===== src/bus_pkg.sv =====
/* CPU and PPU bus structs, memory request struct
   and the base addresses of the ROM regions */
package bus_pkg;

	localparam int MEM_ADDR_W = 22; // 4 MiB external memory space

	// Region bases, ORed over the page and offset bits
	localparam logic [MEM_ADDR_W-1:0] PRG_ROM_BASE = 22'h000000; // PRG at bottom
	localparam logic [MEM_ADDR_W-1:0] CHR_ROM_BASE = 22'h200000; // Bits 21:20 = 10

	// CPU side of the cart edge
	typedef struct packed {
		logic [15:0] addr;  // CPU address
		logic [7:0]  data;  // Write data
		logic        write; // Write cycle
		logic        ce;    // M2 enable
	} cpu_bus_t;

	// PPU side of the cart edge
	typedef struct packed {
		logic [13:0] addr; // PPU address
	} ppu_bus_t;

	// Request toward the memory controller
	typedef struct packed {
		logic [MEM_ADDR_W-1:0] prg_addr;
		logic                  prg_allow; // PRG access permitted
		logic [MEM_ADDR_W-1:0] chr_addr;
		logic                  chr_allow; // CHR write permitted
		logic                  vram_a10;  // CIRAM A10
		logic                  vram_ce;   // Route to internal 2 KiB VRAM
	} mem_req_t;

endpackage


===== src/cart_pkg.sv =====
/* Cartridge configuration: flag word layout, mapper kinds,
   mapper number decode and bank page widths */
package cart_pkg;

	// Page widths in the 22-bit memory map
	localparam int PRG_PAGE_W = 8; // 16 KiB PRG pages
	localparam int CHR_PAGE_W = 9; // 8 KiB CHR pages

	// Camerica upper window always shows this page
	localparam logic [PRG_PAGE_W-1:0] PRG_FIXED_LAST = 8'd15;

	// Cart flags word, bit positions as loaded by the cart loader
	typedef struct packed {
		logic [15:0] rsvd_hi;      // Bits 31:16, submapper etc
		logic        chr_ram;      // Bit 15, CHR is writable RAM
		logic        vertical_mirror; // Bit 14
		logic [5:0]  rsvd_lo;      // Bits 13:8, ROM size info
		logic [7:0]  mapper_num;   // iNES mapper number
	} cart_flags_t;

	// Discrete mappers handled here
	typedef enum logic [1:0] {
		kind_nrom,         // Mapper 0
		kind_color_dreams, // Mapper 11
		kind_gxrom,        // Mapper 66
		kind_camerica      // Mapper 71
	} mapper_kind_e;

	// Unknown numbers fall back to fixed banks
	function automatic mapper_kind_e mapper_kind_of(input logic [7:0] num);
		mapper_kind_e kind;
		case (num)
			8'd11:   kind = kind_color_dreams;
			8'd66:   kind = kind_gxrom;
			8'd71:   kind = kind_camerica;
			default: kind = kind_nrom;
		endcase
		return kind;
	endfunction

endpackage


===== src/cart_mapper.sv =====
/* Cartridge mapper top: PRG and CHR bankers feeding
   the memory address composer */
`timescale 1ns/100ps

module cart_mapper (
	input  logic                  clk,
	input  logic                  rst_n,
	input  cart_pkg::cart_flags_t flags,
	input  bus_pkg::cpu_bus_t     cpu,
	input  bus_pkg::ppu_bus_t     ppu,
	output bus_pkg::mem_req_t     req
);

	import cart_pkg::*;

	logic [PRG_PAGE_W-1:0] prg_page; // 16 KiB PRG page
	logic [CHR_PAGE_W-1:0] chr_page; // 8 KiB CHR page
	logic                  vram_a10; // Mirroring result

	prg_bank_regs prg_bank_regs0 (
		.clk      (clk),
		.rst_n    (rst_n),
		.flags    (flags),
		.cpu      (cpu),
		.prg_page (prg_page)
	);

	chr_bank_regs chr_bank_regs0 (
		.clk      (clk),
		.rst_n    (rst_n),
		.flags    (flags),
		.cpu      (cpu),
		.ppu      (ppu),
		.chr_page (chr_page),
		.vram_a10 (vram_a10)
	);

	mem_addr_composer mem_addr_composer0 (
		.flags    (flags),
		.cpu      (cpu),
		.ppu      (ppu),
		.prg_page (prg_page),
		.chr_page (chr_page),
		.vram_a10 (vram_a10),
		.req      (req)
	);

endmodule


===== src/chr_bank_regs.sv =====
/* CHR bank register, Fire Hawk single-screen select
   and VRAM A10 mirroring decision */
`timescale 1ns/100ps

module chr_bank_regs (
	input  logic                          clk,
	input  logic                          rst_n,
	input  cart_pkg::cart_flags_t         flags,
	input  bus_pkg::cpu_bus_t             cpu,
	input  bus_pkg::ppu_bus_t             ppu,
	output logic [cart_pkg::CHR_PAGE_W-1:0] chr_page,
	output logic                          vram_a10
);

	import cart_pkg::*;

	mapper_kind_e kind;     // Decoded mapper kind
	logic         reg_wr;   // Write strobe into $8000-$FFFF
	logic         nt_wr;    // Write into $8000-$9FFF
	logic [3:0]   chr_bank; // Selected 8 KiB CHR bank
	logic         nt_sel;   // Camerica one-screen nametable

	assign kind   = mapper_kind_of(flags.mapper_num);
	assign reg_wr = cpu.ce && cpu.write && cpu.addr[15];
	assign nt_wr  = reg_wr && (cpu.addr[14:13] == 2'b00);

	// CHR bank register
	always_ff @(posedge clk or negedge rst_n) begin
		if (!rst_n) begin
			chr_bank <= '0;
		end else if (reg_wr) begin
			case (kind)
				kind_color_dreams: begin
					chr_bank <= cpu.data[7:4]; // Upper nibble
				end
				kind_gxrom: begin
					chr_bank <= {2'b00, cpu.data[1:0]}; // D1:0
				end
				default: begin
					chr_bank <= chr_bank; // Fixed CHR page 0
				end
			endcase
		end
	end

	// Fire Hawk nametable select, Camerica only
	always_ff @(posedge clk or negedge rst_n) begin
		if (!rst_n) begin
			nt_sel <= 1'b0;
		end else if (nt_wr && (kind == kind_camerica)) begin
			nt_sel <= cpu.data[4];
		end
	end

	assign chr_page = {{(CHR_PAGE_W-4){1'b0}}, chr_bank}; // Zero-extended bank

	// Mirroring
	always_comb begin
		if (flags.vertical_mirror) begin
			vram_a10 = ppu.addr[10]; // Vertical
		end else if (kind == kind_camerica) begin
			// Fire Hawk carts ship with the flag clear
			vram_a10 = nt_sel;
		end else begin
			vram_a10 = ppu.addr[11]; // Horizontal
		end
	end

endmodule


===== src/mem_addr_composer.sv =====
/* Combines PRG and CHR page numbers with bus offsets
   into the memory request with access permissions */
`timescale 1ns/100ps

module mem_addr_composer (
	input  cart_pkg::cart_flags_t         flags,
	input  bus_pkg::cpu_bus_t             cpu,
	input  bus_pkg::ppu_bus_t             ppu,
	input  logic [cart_pkg::PRG_PAGE_W-1:0] prg_page,
	input  logic [cart_pkg::CHR_PAGE_W-1:0] chr_page,
	input  logic                          vram_a10,
	output bus_pkg::mem_req_t             req
);

	import bus_pkg::*;

	logic [MEM_ADDR_W-1:0] prg_offs; // Page and CPU offset
	logic [MEM_ADDR_W-1:0] chr_offs; // Page and PPU offset

	assign prg_offs = {prg_page, cpu.addr[13:0]}; // 16 KiB granularity
	assign chr_offs = {chr_page, ppu.addr[12:0]}; // 8 KiB granularity

	always_comb begin
		req.prg_addr  = PRG_ROM_BASE | prg_offs;
		req.chr_addr  = CHR_ROM_BASE | chr_offs; // Base sits above any page
		// ROM reads only, writes hit the mapper registers
		req.prg_allow = cpu.addr[15] && !cpu.write;
		req.chr_allow = flags.chr_ram; // Writable only when CHR is RAM
		req.vram_ce   = ppu.addr[13];  // Nametable space
		req.vram_a10  = vram_a10;
	end

endmodule


===== src/prg_bank_regs.sv =====
/* PRG bank register and 16 KiB PRG page selection
   for NROM, Color Dreams, GxROM and Camerica */
`timescale 1ns/100ps

module prg_bank_regs (
	input  logic                          clk,
	input  logic                          rst_n,
	input  cart_pkg::cart_flags_t         flags,
	input  bus_pkg::cpu_bus_t             cpu,
	output logic [cart_pkg::PRG_PAGE_W-1:0] prg_page
);

	import cart_pkg::*;

	mapper_kind_e kind;     // Decoded mapper kind
	logic         reg_wr;   // Write strobe into $8000-$FFFF
	logic [3:0]   prg_bank; // Selected PRG bank

	assign kind   = mapper_kind_of(flags.mapper_num);
	assign reg_wr = cpu.ce && cpu.write && cpu.addr[15]; // Whole upper half decodes

	// Bank register, field position depends on the board
	always_ff @(posedge clk or negedge rst_n) begin
		if (!rst_n) begin
			prg_bank <= '0;
		end else if (reg_wr) begin
			case (kind)
				kind_color_dreams: begin
					prg_bank <= {2'b00, cpu.data[1:0]}; // D1:0
				end
				kind_gxrom: begin
					prg_bank <= {2'b00, cpu.data[5:4]}; // D5:4
				end
				kind_camerica: begin
					if (cpu.addr[14]) begin // Only $C000-$FFFF selects bank
						prg_bank <= cpu.data[3:0];
					end
				end
				default: begin
					prg_bank <= prg_bank; // NROM has no register
				end
			endcase
		end
	end

	// 16 KiB page for the current CPU address
	always_comb begin
		case (kind)
			kind_color_dreams, kind_gxrom: begin
				// 32 KiB bank, A14 picks the half
				prg_page = {{(PRG_PAGE_W-5){1'b0}}, prg_bank, cpu.addr[14]};
			end
			kind_camerica: begin
				if (cpu.addr[14]) begin
					prg_page = PRG_FIXED_LAST; // Fixed upper window
				end else begin
					prg_page = {{(PRG_PAGE_W-4){1'b0}}, prg_bank};
				end
			end
			default: begin
				prg_page = {{(PRG_PAGE_W-1){1'b0}}, cpu.addr[14]}; // Flat 32 KiB
			end
		endcase
	end

endmodule


===== config.mk =====
export PLATFORM = sky130hd
export DESIGN_NAME = cart_mapper
export DESIGN_NICKNAME = d
export VERILOG_FILES = /design/src/bus_pkg.sv /design/src/cart_pkg.sv /design/src/cart_mapper.sv /design/src/chr_bank_regs.sv /design/src/mem_addr_composer.sv /design/src/prg_bank_regs.sv
export SDC_FILE = /design/constraint.sdc
export NUM_CORES = 1
export LEC_CHECK = 0
export BUFFER_PORTS_ARGS = -buffer_cell sky130_fd_sc_hd__buf_2
export CAP_MARGIN = 20
export CORE_UTILIZATION = 25
export DETAILED_ROUTE_END_ITERATION = 8
export PLACE_DENSITY = 0.69
export SLEW_MARGIN = 10
export SYNTH_ARGS = -nofsm -noshare
export SYNTH_HDL_FRONTEND = slang
export SYNTH_SLANG_ARGS = --single-unit

===== constraint.sdc =====
create_clock -name clk -period 3.41 [get_ports clk]
set_clock_uncertainty 0.05 [all_clocks]
set_input_delay 0.8525 -clock clk [delete_from_list [all_inputs] [get_ports clk]]
set_output_delay 0.8525 -clock clk [all_outputs]
set_load 0.05 [all_outputs]

==> results.py, run 1 <==
metrics = {
    "run_status": {
        "status": "completed",
    },
    "routing": {
        "dr.pass1.iters": 4,
        "avgViaCountPerCell": 4.06,
        "drc": 0,
        "wl_per_cell_um": 9.60,
        "via_count": 703,
        "drtIter0Drc": 36,
        "routed_wirelength_mm": 1.66,
        "ant_nets": 0,
    },
    "worst_setup_path": {
        "r2r_end": "prg_bank_regs0.prg_bank[1]",
        "crit_path_max_fanout": 6,
        "crit_type": "in -> out",
        "worstSetupEndpointType": "primary output",
        "ff2ff_setup_slack_ps": 2450,
        "start_kind": "input port",
        "arrival_ps": 2390,
        "crit_path_start": "flags[7]",
        "critPathRequiredTime_ps": 2510,
        "r2r-start": "prg_bank_regs0.prg_bank[1]",
        "ff2ff_path_depth": 2,
    },
    "cells_and_area": {
        "layout-drive-gt1-share_pct": 43.3,
        "nNetsFinal": 206,
        "antennaDiodeCount": 0,
        "synthToLayoutAreaGrowth_pct": 8.43,
    },
    "timing": {
        "fin_crit_sh_pct": 96.5,
        "grt_setup_unrepaired": "false",
        "fmax_mhz": 304,
        "setup_ws_ps": 118,
        "finalSetupViolCount": 0,
        "drv_slew": 0,
        "finalHoldViolations": 0,
        "period_minus_slack_ps": 3290,
        "tns_ps": 0,
    },
    "flow_run": {
        "drv_cap": 0,
    },
    "die": {
        "die_area_sq_mm": 0.00399,
        "core_area_sq_mm": 0.00347,
        "io_pins": 122,
        "rows": 21,
        "die-width_um": 63.1,
        "start_util_pct": 26.9,
        "die_h_um": 63.1,
    },
    "synthesis": {
        "synth.distinct_cells": 25,
        "yosys.area_share.simple_pct": 20.6,
        "synthXorXnorAreaFrac_pct": 0.937,
        "synthAdderAreaFrac_pct": 5.35,
        "syn-cell-area_sq_um": 935,
        "yosysWarnings": 0,
        "ys_ff_latch": 9,
        "synth-seq-area-share_pct": 24.1,
        "synth_area_per_cell_sq_um": 8.27,
        "synthMuxAreaShare_pct": 4.42,
        "synthCells": 113,
        "synth_top_family_by_area": "buffers and inverters",
        "synth_compound_area_share_pct": 11.5,
    },
    "clock_network": {
        "cts_root_buf": "clkbuf_8",
        "post-cts-setup-buffer-count": 0,
        "clock_path_buffers": 2,
        "ctsHoldBuffers": 0,
        "cts_tree": "done",
        "insertion_delay_ps": 230,
        "clkTransAtPathRegs_ps": 40,
        "cts_buffers": 3,
        "cts_sinks": 9,
        "htree_num_levels": 1,
    },
    "power": {
        "vdd_drop_max_uv": 119,
        "power_density_mw_per_mm2": 321,
        "p_leak_nw": 0.511,
    },
    "global_routing": {
        "gr-total-overflow": 0,
        "grt_max_degree": 10,
        "first_global_vias": 683,
        "grt_pass1_wl_mm": 2.88,
        "antenna_found_initial": 0,
        "grt_use_total_pct": 9.21,
    },
    "place": {
        "portBuffers": 39,
        "dp_hpwl_mm": 1.44,
        "dp_slack_ps": 7.93,
        "routabilityCongestion": 0.818,
    },
    "worst_hold_path": {
        "hold_path_class": "in -> async",
    },
}
## where the power goes
group / internal [mW] / switching [mW]
Clock: 0.0812 / 0.0391
Combinational: 0.0241 / 0.0634
Sequential: 0.113 / 0.00374
Total: 0.219 / 0.106
## critical path, stage by stage
cell,delay [ps]
buf_2,110
nor4b_4,320
nand4b_2,180
ha_1,430
nand2_1,100
a21oi_2,130
buf_2,270
## per-stage QoR
step | instance area, sq um | instances | power (mW) | hold WS, ps | util, %
2_1_floorplan | 968 | 119 | 0.269 | 430 | -
3_3_place_gp | 961 | 169 | 0.205 | 417 | 27.7
3_5_place_dp | 961 | 169 | 0.206 | 426 | 27.7
4_1_cts | 1010 | 173 | 0.329 | 413 | 29.0
5_1_grt | 1010 | 173 | 0.346 | 419 | 29.2
6_report | 1010 | 173 | 0.325 | 410 | 29.2
## synthesized netlist by cell type
library cell | number | area [sq um]
a21oi_1 | 3 | 15.0
a221o_1 | 2 | 20.0
and3_1 | 1 | 6.26
and3_2 | 1 | 7.51
buf_2 | 1 | 5.00
buf_4 | 38 | 285
conb_1 | 2 | 7.51
dfrtp_1 | 9 | 225
ha_1 | 4 | 50.1
inv_1 | 3 | 11.3
mux2_2 | 1 | 11.3
mux2i_1 | 3 | 30.0
nand2_1 | 12 | 45.0
nand2b_1 | 2 | 12.5
nand3_1 | 4 | 20.0
nand4_1 | 1 | 6.26
nand4b_2 | 1 | 15.0
nor2_1 | 2 | 7.51
nor2b_1 | 5 | 31.3
nor3_2 | 1 | 10.0
nor3b_1 | 1 | 7.51
nor4b_4 | 1 | 23.8
o21a_1 | 1 | 7.51
o21ai_0 | 13 | 65.1
xnor2_1 | 1 | 8.76
## cells by family after synthesis
kind of cell	after synthesis
flip-flops	9
other	2
adder cells (fa/ha/maj)	4
AO/OA/AOI/OAI	19
buffers and inverters	42
multiplexers	4
AND/OR/NAND/NOR	32
XOR/XNOR	1
## sequential cells by signal (all words and copies together), names as in the netlist
signal                   cells
chr_bank_regs0.chr_bank      4
prg_bank_regs0.prg_bank      4
chr_bank_regs0.nt_sel        1
## layout make-up
cell class                      instances  area, sq um
Fill cell                             392         2450
Multi-Input combinational cell         68          444
Timing Repair Buffer                   43          230
Sequential cell                         9          225
Tap cell                               46         57.6
Clock buffer                            4         45.0
Inverter                                3         11.3
## routing by layer
layer	wire length, um	part of all wire, %	vias up	track usage (%)
li1	-	-	358	-
met1	647	39	306	9.49
met2	858	52	32	15.6
met3	129	7.8	7	3.99
met4	25	1.5	0	4.94
met5	0	0	-	0
## cells in the final DEF, fill, tap and decap left out, types with 3 or more instances in the layout
master     n
conb_1     8
buf_2     37
ha_1       3
nand3_1    4
a21oi_2    3
inv_1      3
nor2b_1    5
mux2i_1    3
buf_4      5
o21ai_0   13
nand2_1   12
dfrtp_1    9
clkbuf_8   3
## worst max-delay path by stage
| stage | endpoint | slack [ps] | cells past startpoint |
|---|---|---|---|
| finish | req[42] | 120 | 7 |
| global route | req[1] | 5 | 8 |
| CTS | req[42] | 10 | 8 |
| detailed placement | req[42] | 8 | 8 |
| global placement | req[41] | 30 | 8 |
| floorplan | req[44] | 100 | 5 |
## what timing repair did
item / in CTS / in global routing
endpoints found under the setup margin: 0 / 4
resized for setup: 0 / 4
endpoints found under the hold margin: 0 / 0
(Power assumes the default switching activity.)
==> inputs of run 2 (changes only) <==
- SETUP_SLACK_MARGIN: default -> 0.5
==> results.py, run 2 (same netlist as run 1, synthesis figures left out) <==
metrics = {
    "run_status": {
        "status": "completed",
    },
    "clock_network": {
        "insertion_delay_ps": 230,
        "clock_path_buffers": 2,
        "cts_tree": "done",
        "cts_root_buf": "clkbuf_8",
        "cts_sinks": 9,
        "cts_buffers": 3,
        "ctsHoldBuffers": 0,
        "clkTransAtPathRegs_ps": 50,
        "htree_num_levels": 1,
    },
    "routing": {
        "wl_per_cell_um": 12.3,
        "drc": 0,
        "drtIter0Drc": 5,
        "wl_met2_um": 994,
        "dr.pass1.iters": 4,
        "wl_met1_um": 778,
        "wl_met3_um": 209,
        "via_count": 749,
        "top_layer": "met4",
        "routed_wirelength_mm": 2.17,
        "ant_nets": 0,
        "avgViaCountPerCell": 4.23,
    },
    "power": {
        "p_leak_nw": 0.566,
        "power_density_mw_per_mm2": 284,
        "sw_frac_of_total_pct": 34.3,
        "power_frac_seq_pct": 35.1,
        "vdd_drop_max_uv": 97.4,
        "p_int_mw": 0.223,
        "comb_power_share_pct": 28.6,
        "p_sw_mw": 0.116,
        "clock_power_share_pct": 36.4,
    },
    "timing": {
        "drv_slew": 0,
        "grt_setup_unrepaired": "true",
        "fmax_mhz": 316,
        "period_minus_slack_ps": 3160,
        "finalSetupViolCount": 0,
        "setup_ws_ps": 247,
        "finalHoldViolations": 0,
        "fin_crit_sh_pct": 92.7,
        "tns_ps": 0,
    },
    "worst_hold_path": {
        "hold_path_class": "in -> async",
    },
    "worst_setup_path": {
        "r2r-start": "prg_bank_regs0.prg_bank[1]",
        "start_kind": "input port",
        "r2r_end": "prg_bank_regs0.prg_bank[1]",
        "crit_type": "in -> out",
        "cp-endpoint": "req[42]",
        "arrival_ps": 2260,
        "crit_path_start": "flags[5]",
        "worstSetupEndpointType": "primary output",
        "ff2ff_path_depth": 2,
        "crit_path_max_fanout": 6,
        "ff2ff_setup_slack_ps": 2410,
        "critPathRequiredTime_ps": 2510,
    },
    "die": {
        "start_util_pct": 26.9,
        "rows": 21,
        "io_pins": 122,
        "die-width_um": 63.1,
        "die_area_sq_mm": 0.00399,
        "core_area_sq_mm": 0.00347,
        "die_h_um": 63.1,
    },
    "place": {
        "routabilityCongestion": 0.691,
        "postPlaceCellArea_sq_mm": 0.00102,
        "dp_hpwl_mm": 1.79,
        "portBuffers": 39,
        "dp_slack_ps": 101,
    },
    "cells_and_area": {
        "fin_util_pct": 34.4,
        "final_cell_mix": "buf_2 (31), dfrtp_1 (9)",
        "reg_top3": "chr_bank_regs0.chr_bank (4), prg_bank_regs0.prg_bank (4), chr_bank_regs0.nt_sel (1)",
        "nNetsFinal": 210,
        "synthToLayoutAreaGrowth_pct": 27.7,
        "antennaDiodeCount": 0,
        "post-route-cell-area_sq_mm": 0.00119,
        "fillers": 396,
        "layout-drive-gt1-share_pct": 55.0,
        "final_common_cell": "buf_2",
    },
    "global_routing": {
        "antenna_found_initial": 0,
        "gr-total-overflow": 0,
        "grt_use_total_pct": 11.6,
        "grt_pass1_wl_mm": 3.49,
        "first_global_vias": 753,
        "grt_max_degree": 10,
    },
    "flow_run": {
        "drv_cap": 0,
    },
}
==> run 2: stage by stage <==
step	std cells	hold WS, ps	total power, mW
2_1_floorplan	119	430	0.272
5_1_grt	177	428	0.354
4_1_cts	174	416	0.342
6_report	177	413	0.339
3_5_place_dp	165	420	0.211
3_3_place_gp	165	412	0.210
==> run 2: metal layers <==
metal / vias to the layer above / track usage, %
met4: 0 / 12.2
li1: 368 / -
met1: 324 / 12.0
met2: 37 / 18.0
met3: 20 / 3.44
met5: - / 0
==> run 2: final cells by class <==
cell class,instances,area [sq um],area share [%]
Clock inverter,1,5.00,0.419
Timing Repair Buffer,47,313,26.2
Tap cell,46,57.6,4.82
Multi-Input combinational cell,68,541,45.3
Clock buffer,3,41.3,3.46
Inverter,3,11.3,0.943
Sequential cell,9,225,18.9
==> run 2: worst max-delay path: stages <==
cell	delay, ps
buf_6	90
nor4b_4	370
nand4b_4	180
ha_4	360
nand2_2	80
a21oi_4	150
buf_6	170
==> run 2: worst min-delay path by stage <==
| stage | endpoint | depth (start not counted) | slack, ps |
|---|---|---|---|
| after floorplan | chr_bank_regs0.nt_sel | 1 | 430 |
| after global placement | chr_bank_regs0.chr_bank[3] | 2 | 410 |
| after detailed placement | chr_bank_regs0.chr_bank[3] | 2 | 420 |
| after CTS | chr_bank_regs0.chr_bank[2] | 1 | 420 |
| after global routing | prg_bank_regs0.prg_bank[1] | 1 | 430 |
| final | chr_bank_regs0.chr_bank[3] | 1 | 410 |
==> run 2: what timing repair did <==
action                                  4_1_cts  5_1_grt
setup buffers                                 5        3
gates resized for setup                      17        4
cloned                                        0        0
endpoints found under the setup margin        6        6
pin swaps                                     8        4
==> run 2: power groups by stage <==
stage	Clock, mW	Combinational (mW)	Sequential, mW
after global placement	0	0.0908	0.119
after CTS	0.128	0.0956	0.119
after floorplan	0	0.144	0.128
after detailed placement	0	0.0913	0.120
after global routing	0.131	0.104	0.120
final	0.123	0.0968	0.119
==> inputs of run 3 (changes only) <==
- BUFFER_PORTS_ARGS: -buffer_cell sky130_fd_sc_hd__buf_2 -> default
- DONT_BUFFER_PORTS: default -> 1
- GPL_ROUTABILITY_DRIVEN: default -> 0
- PLACE_DENSITY: 0.69 -> 0.41
- clock period: 3.41 -> 3.8 ns (I/O delays scaled with it)
==> results.py, run 3 (same netlist as run 1, synthesis figures left out) <==
metrics = {
    "worst_setup_path": {
        "crit_path_start": "flags[7]",
        "crit_type": "in -> out",
        "arrival_ps": 2270,
        "critPathRequiredTime_ps": 2800,
        "worstSetupEndpointType": "primary output",
        "crit_path_max_fanout": 6,
        "r2r-start": "prg_bank_regs0.prg_bank[1]",
        "start_kind": "input port",
    },
    "cells_and_area": {
        "final_cells": 139,
        "post-route-cell-area_sq_um": 916,
        "fillers": 375,
        "layout-drive-gt1-share_pct": 30.1,
        "synthToLayoutAreaGrowth_pct": -2.01,
        "reg_top3": "chr_bank_regs0.chr_bank (4), prg_bank_regs0.prg_bank (4), chr_bank_regs0.nt_sel (1)",
        "final_cell_mix": "nand2_1 (9), o21ai_0 (9), dfrtp_1 (9)",
        "nNetsFinal": 172,
        "antennaDiodeCount": 0,
        "fin_util_pct": 26.4,
    },
    "routing": {
        "drtIter0Drc": 12,
        "drc": 0,
        "avgViaCountPerCell": 4.42,
        "routed_wirelength_mm": 1.76,
        "via_count": 614,
        "dr.pass1.iters": 4,
        "wl_per_cell_um": 12.7,
        "ant_nets": 0,
    },
    "power": {
        "vdd_drop_max_uv": 120,
        "power_density_mw_per_mm2": 289,
        "p_leak_nw": 0.385,
    },
    "worst_hold_path": {
        "hold_path_class": "in -> async",
    },
    "place": {
        "postPlaceCellArea_sq_um": 783,
        "dp_hpwl_mm": 1.45,
        "portBuffers": 0,
        "placed_cells": 130,
    },
    "timing": {
        "finalHoldViolations": 0,
        "grt_setup_unrepaired": "true",
        "period_minus_slack_ps": 3270,
        "finalSetupViolCount": 0,
        "tns_ps": 0,
        "fin_crit_sh_pct": 86.0,
        "fmax_mhz": 306,
        "drv_slew": 0,
    },
    "clock_network": {
        "cts_sinks": 9,
        "cts_root_buf": "clkbuf_8",
        "clock_path_buffers": 2,
        "insertion_delay_ps": 230,
        "clkTransAtPathRegs_ps": 40,
        "cts_tree": "done",
        "cts_buffers": 3,
        "htree_num_levels": 1,
    },
    "run_status": {
        "status": "completed",
    },
    "die": {
        "io_pins": 122,
        "die_area_sq_mm": 0.00399,
        "core_area_sq_mm": 0.00347,
        "start_util_pct": 26.9,
        "die_h_um": 63.1,
        "rows": 21,
        "die-width_um": 63.1,
    },
    "global_routing": {
        "antenna_found_initial": 0,
        "gr-total-overflow": 0,
        "grtUsageMet2_pct": 17.5,
        "grt_pass1_wl_mm": 2.97,
        "first_global_vias": 663,
        "grt_use_total_pct": 9.32,
        "use_met1_pct": 8.71,
        "grt_busiest_layer": "met2",
        "met3_usage_pct": 4.17,
        "grt_max_degree": 10,
    },
    "flow_run": {
        "drv_cap": 0,
    },
}
## run 3: changes by cell type in the layout (fill, tap and decap cells not counted), moves of 2 or more
cell	change
buf_8	-2
o21ai_1	+3
o21ai_2	-4
buf_2	-31
buf_6	-5
## run 3: layout make-up
class	instances	area (sq um)	area share, %
clock buffers	4	45.0	4.92
repair buffers	9	71.3	7.79
inverters	3	11.3	1.23
multi-input cells	68	505	55.2
well taps	46	57.6	6.28
flip-flops and latches	9	225	24.6
## run 3: worst paths after layout
kind,endpoint,slack [ps],cells past startpoint
hold / removal,chr_bank_regs0.chr_bank[2],370,0
max in group asynchronous,prg_bank_regs0.prg_bank[0],3260,0
setup / recovery,req[42],530,5
hold reg to reg,chr_bank_regs0.nt_sel,470,1
setup reg to reg,prg_bank_regs0.prg_bank[1],2820,2
min in group clk,chr_bank_regs0.nt_sel,470,1
## run 3: through the flow
step / hold slack [ps] / power (mW) / setup slack (ps)
after CTS: 361 / 0.268 / 512
after detailed placement: 462 / 0.157 / 259
final: 368 / 0.265 / 531
after floorplan: 430 / 0.241 / 388
after global placement: 456 / 0.157 / 270
after global routing: 351 / 0.279 / 452
## run 3: layer usage
metal	wire length [um]	vias up
met5	0	-
met3	217	6
li1	-	290
met2	889	41
met4	21	0
met1	632	277
## run 3: critical path, cell delays in order
cell	delay, ps
nor4b_4	370
nand4b_4	180
ha_4	330
nand2_2	70
a21oi_4	360
## run 3: timing repair
action / in CTS / in global routing
buffers inserted: 3 / 2
pin swaps: 5 / 7
cloned: 0 / 0
endpoints found under the setup margin: 5 / 5
gates resized for setup: 10 / 5
hold buffers: 0 / 0
endpoints found under the hold margin: 0 / 0
## run 3: where the power goes
group | switching (mW) | internal [mW]
Sequential | 0.0127 | 0.102
Clock | 0.0337 | 0.0727
Combinational | 0.0329 | 0.0112
Total | 0.0794 | 0.186
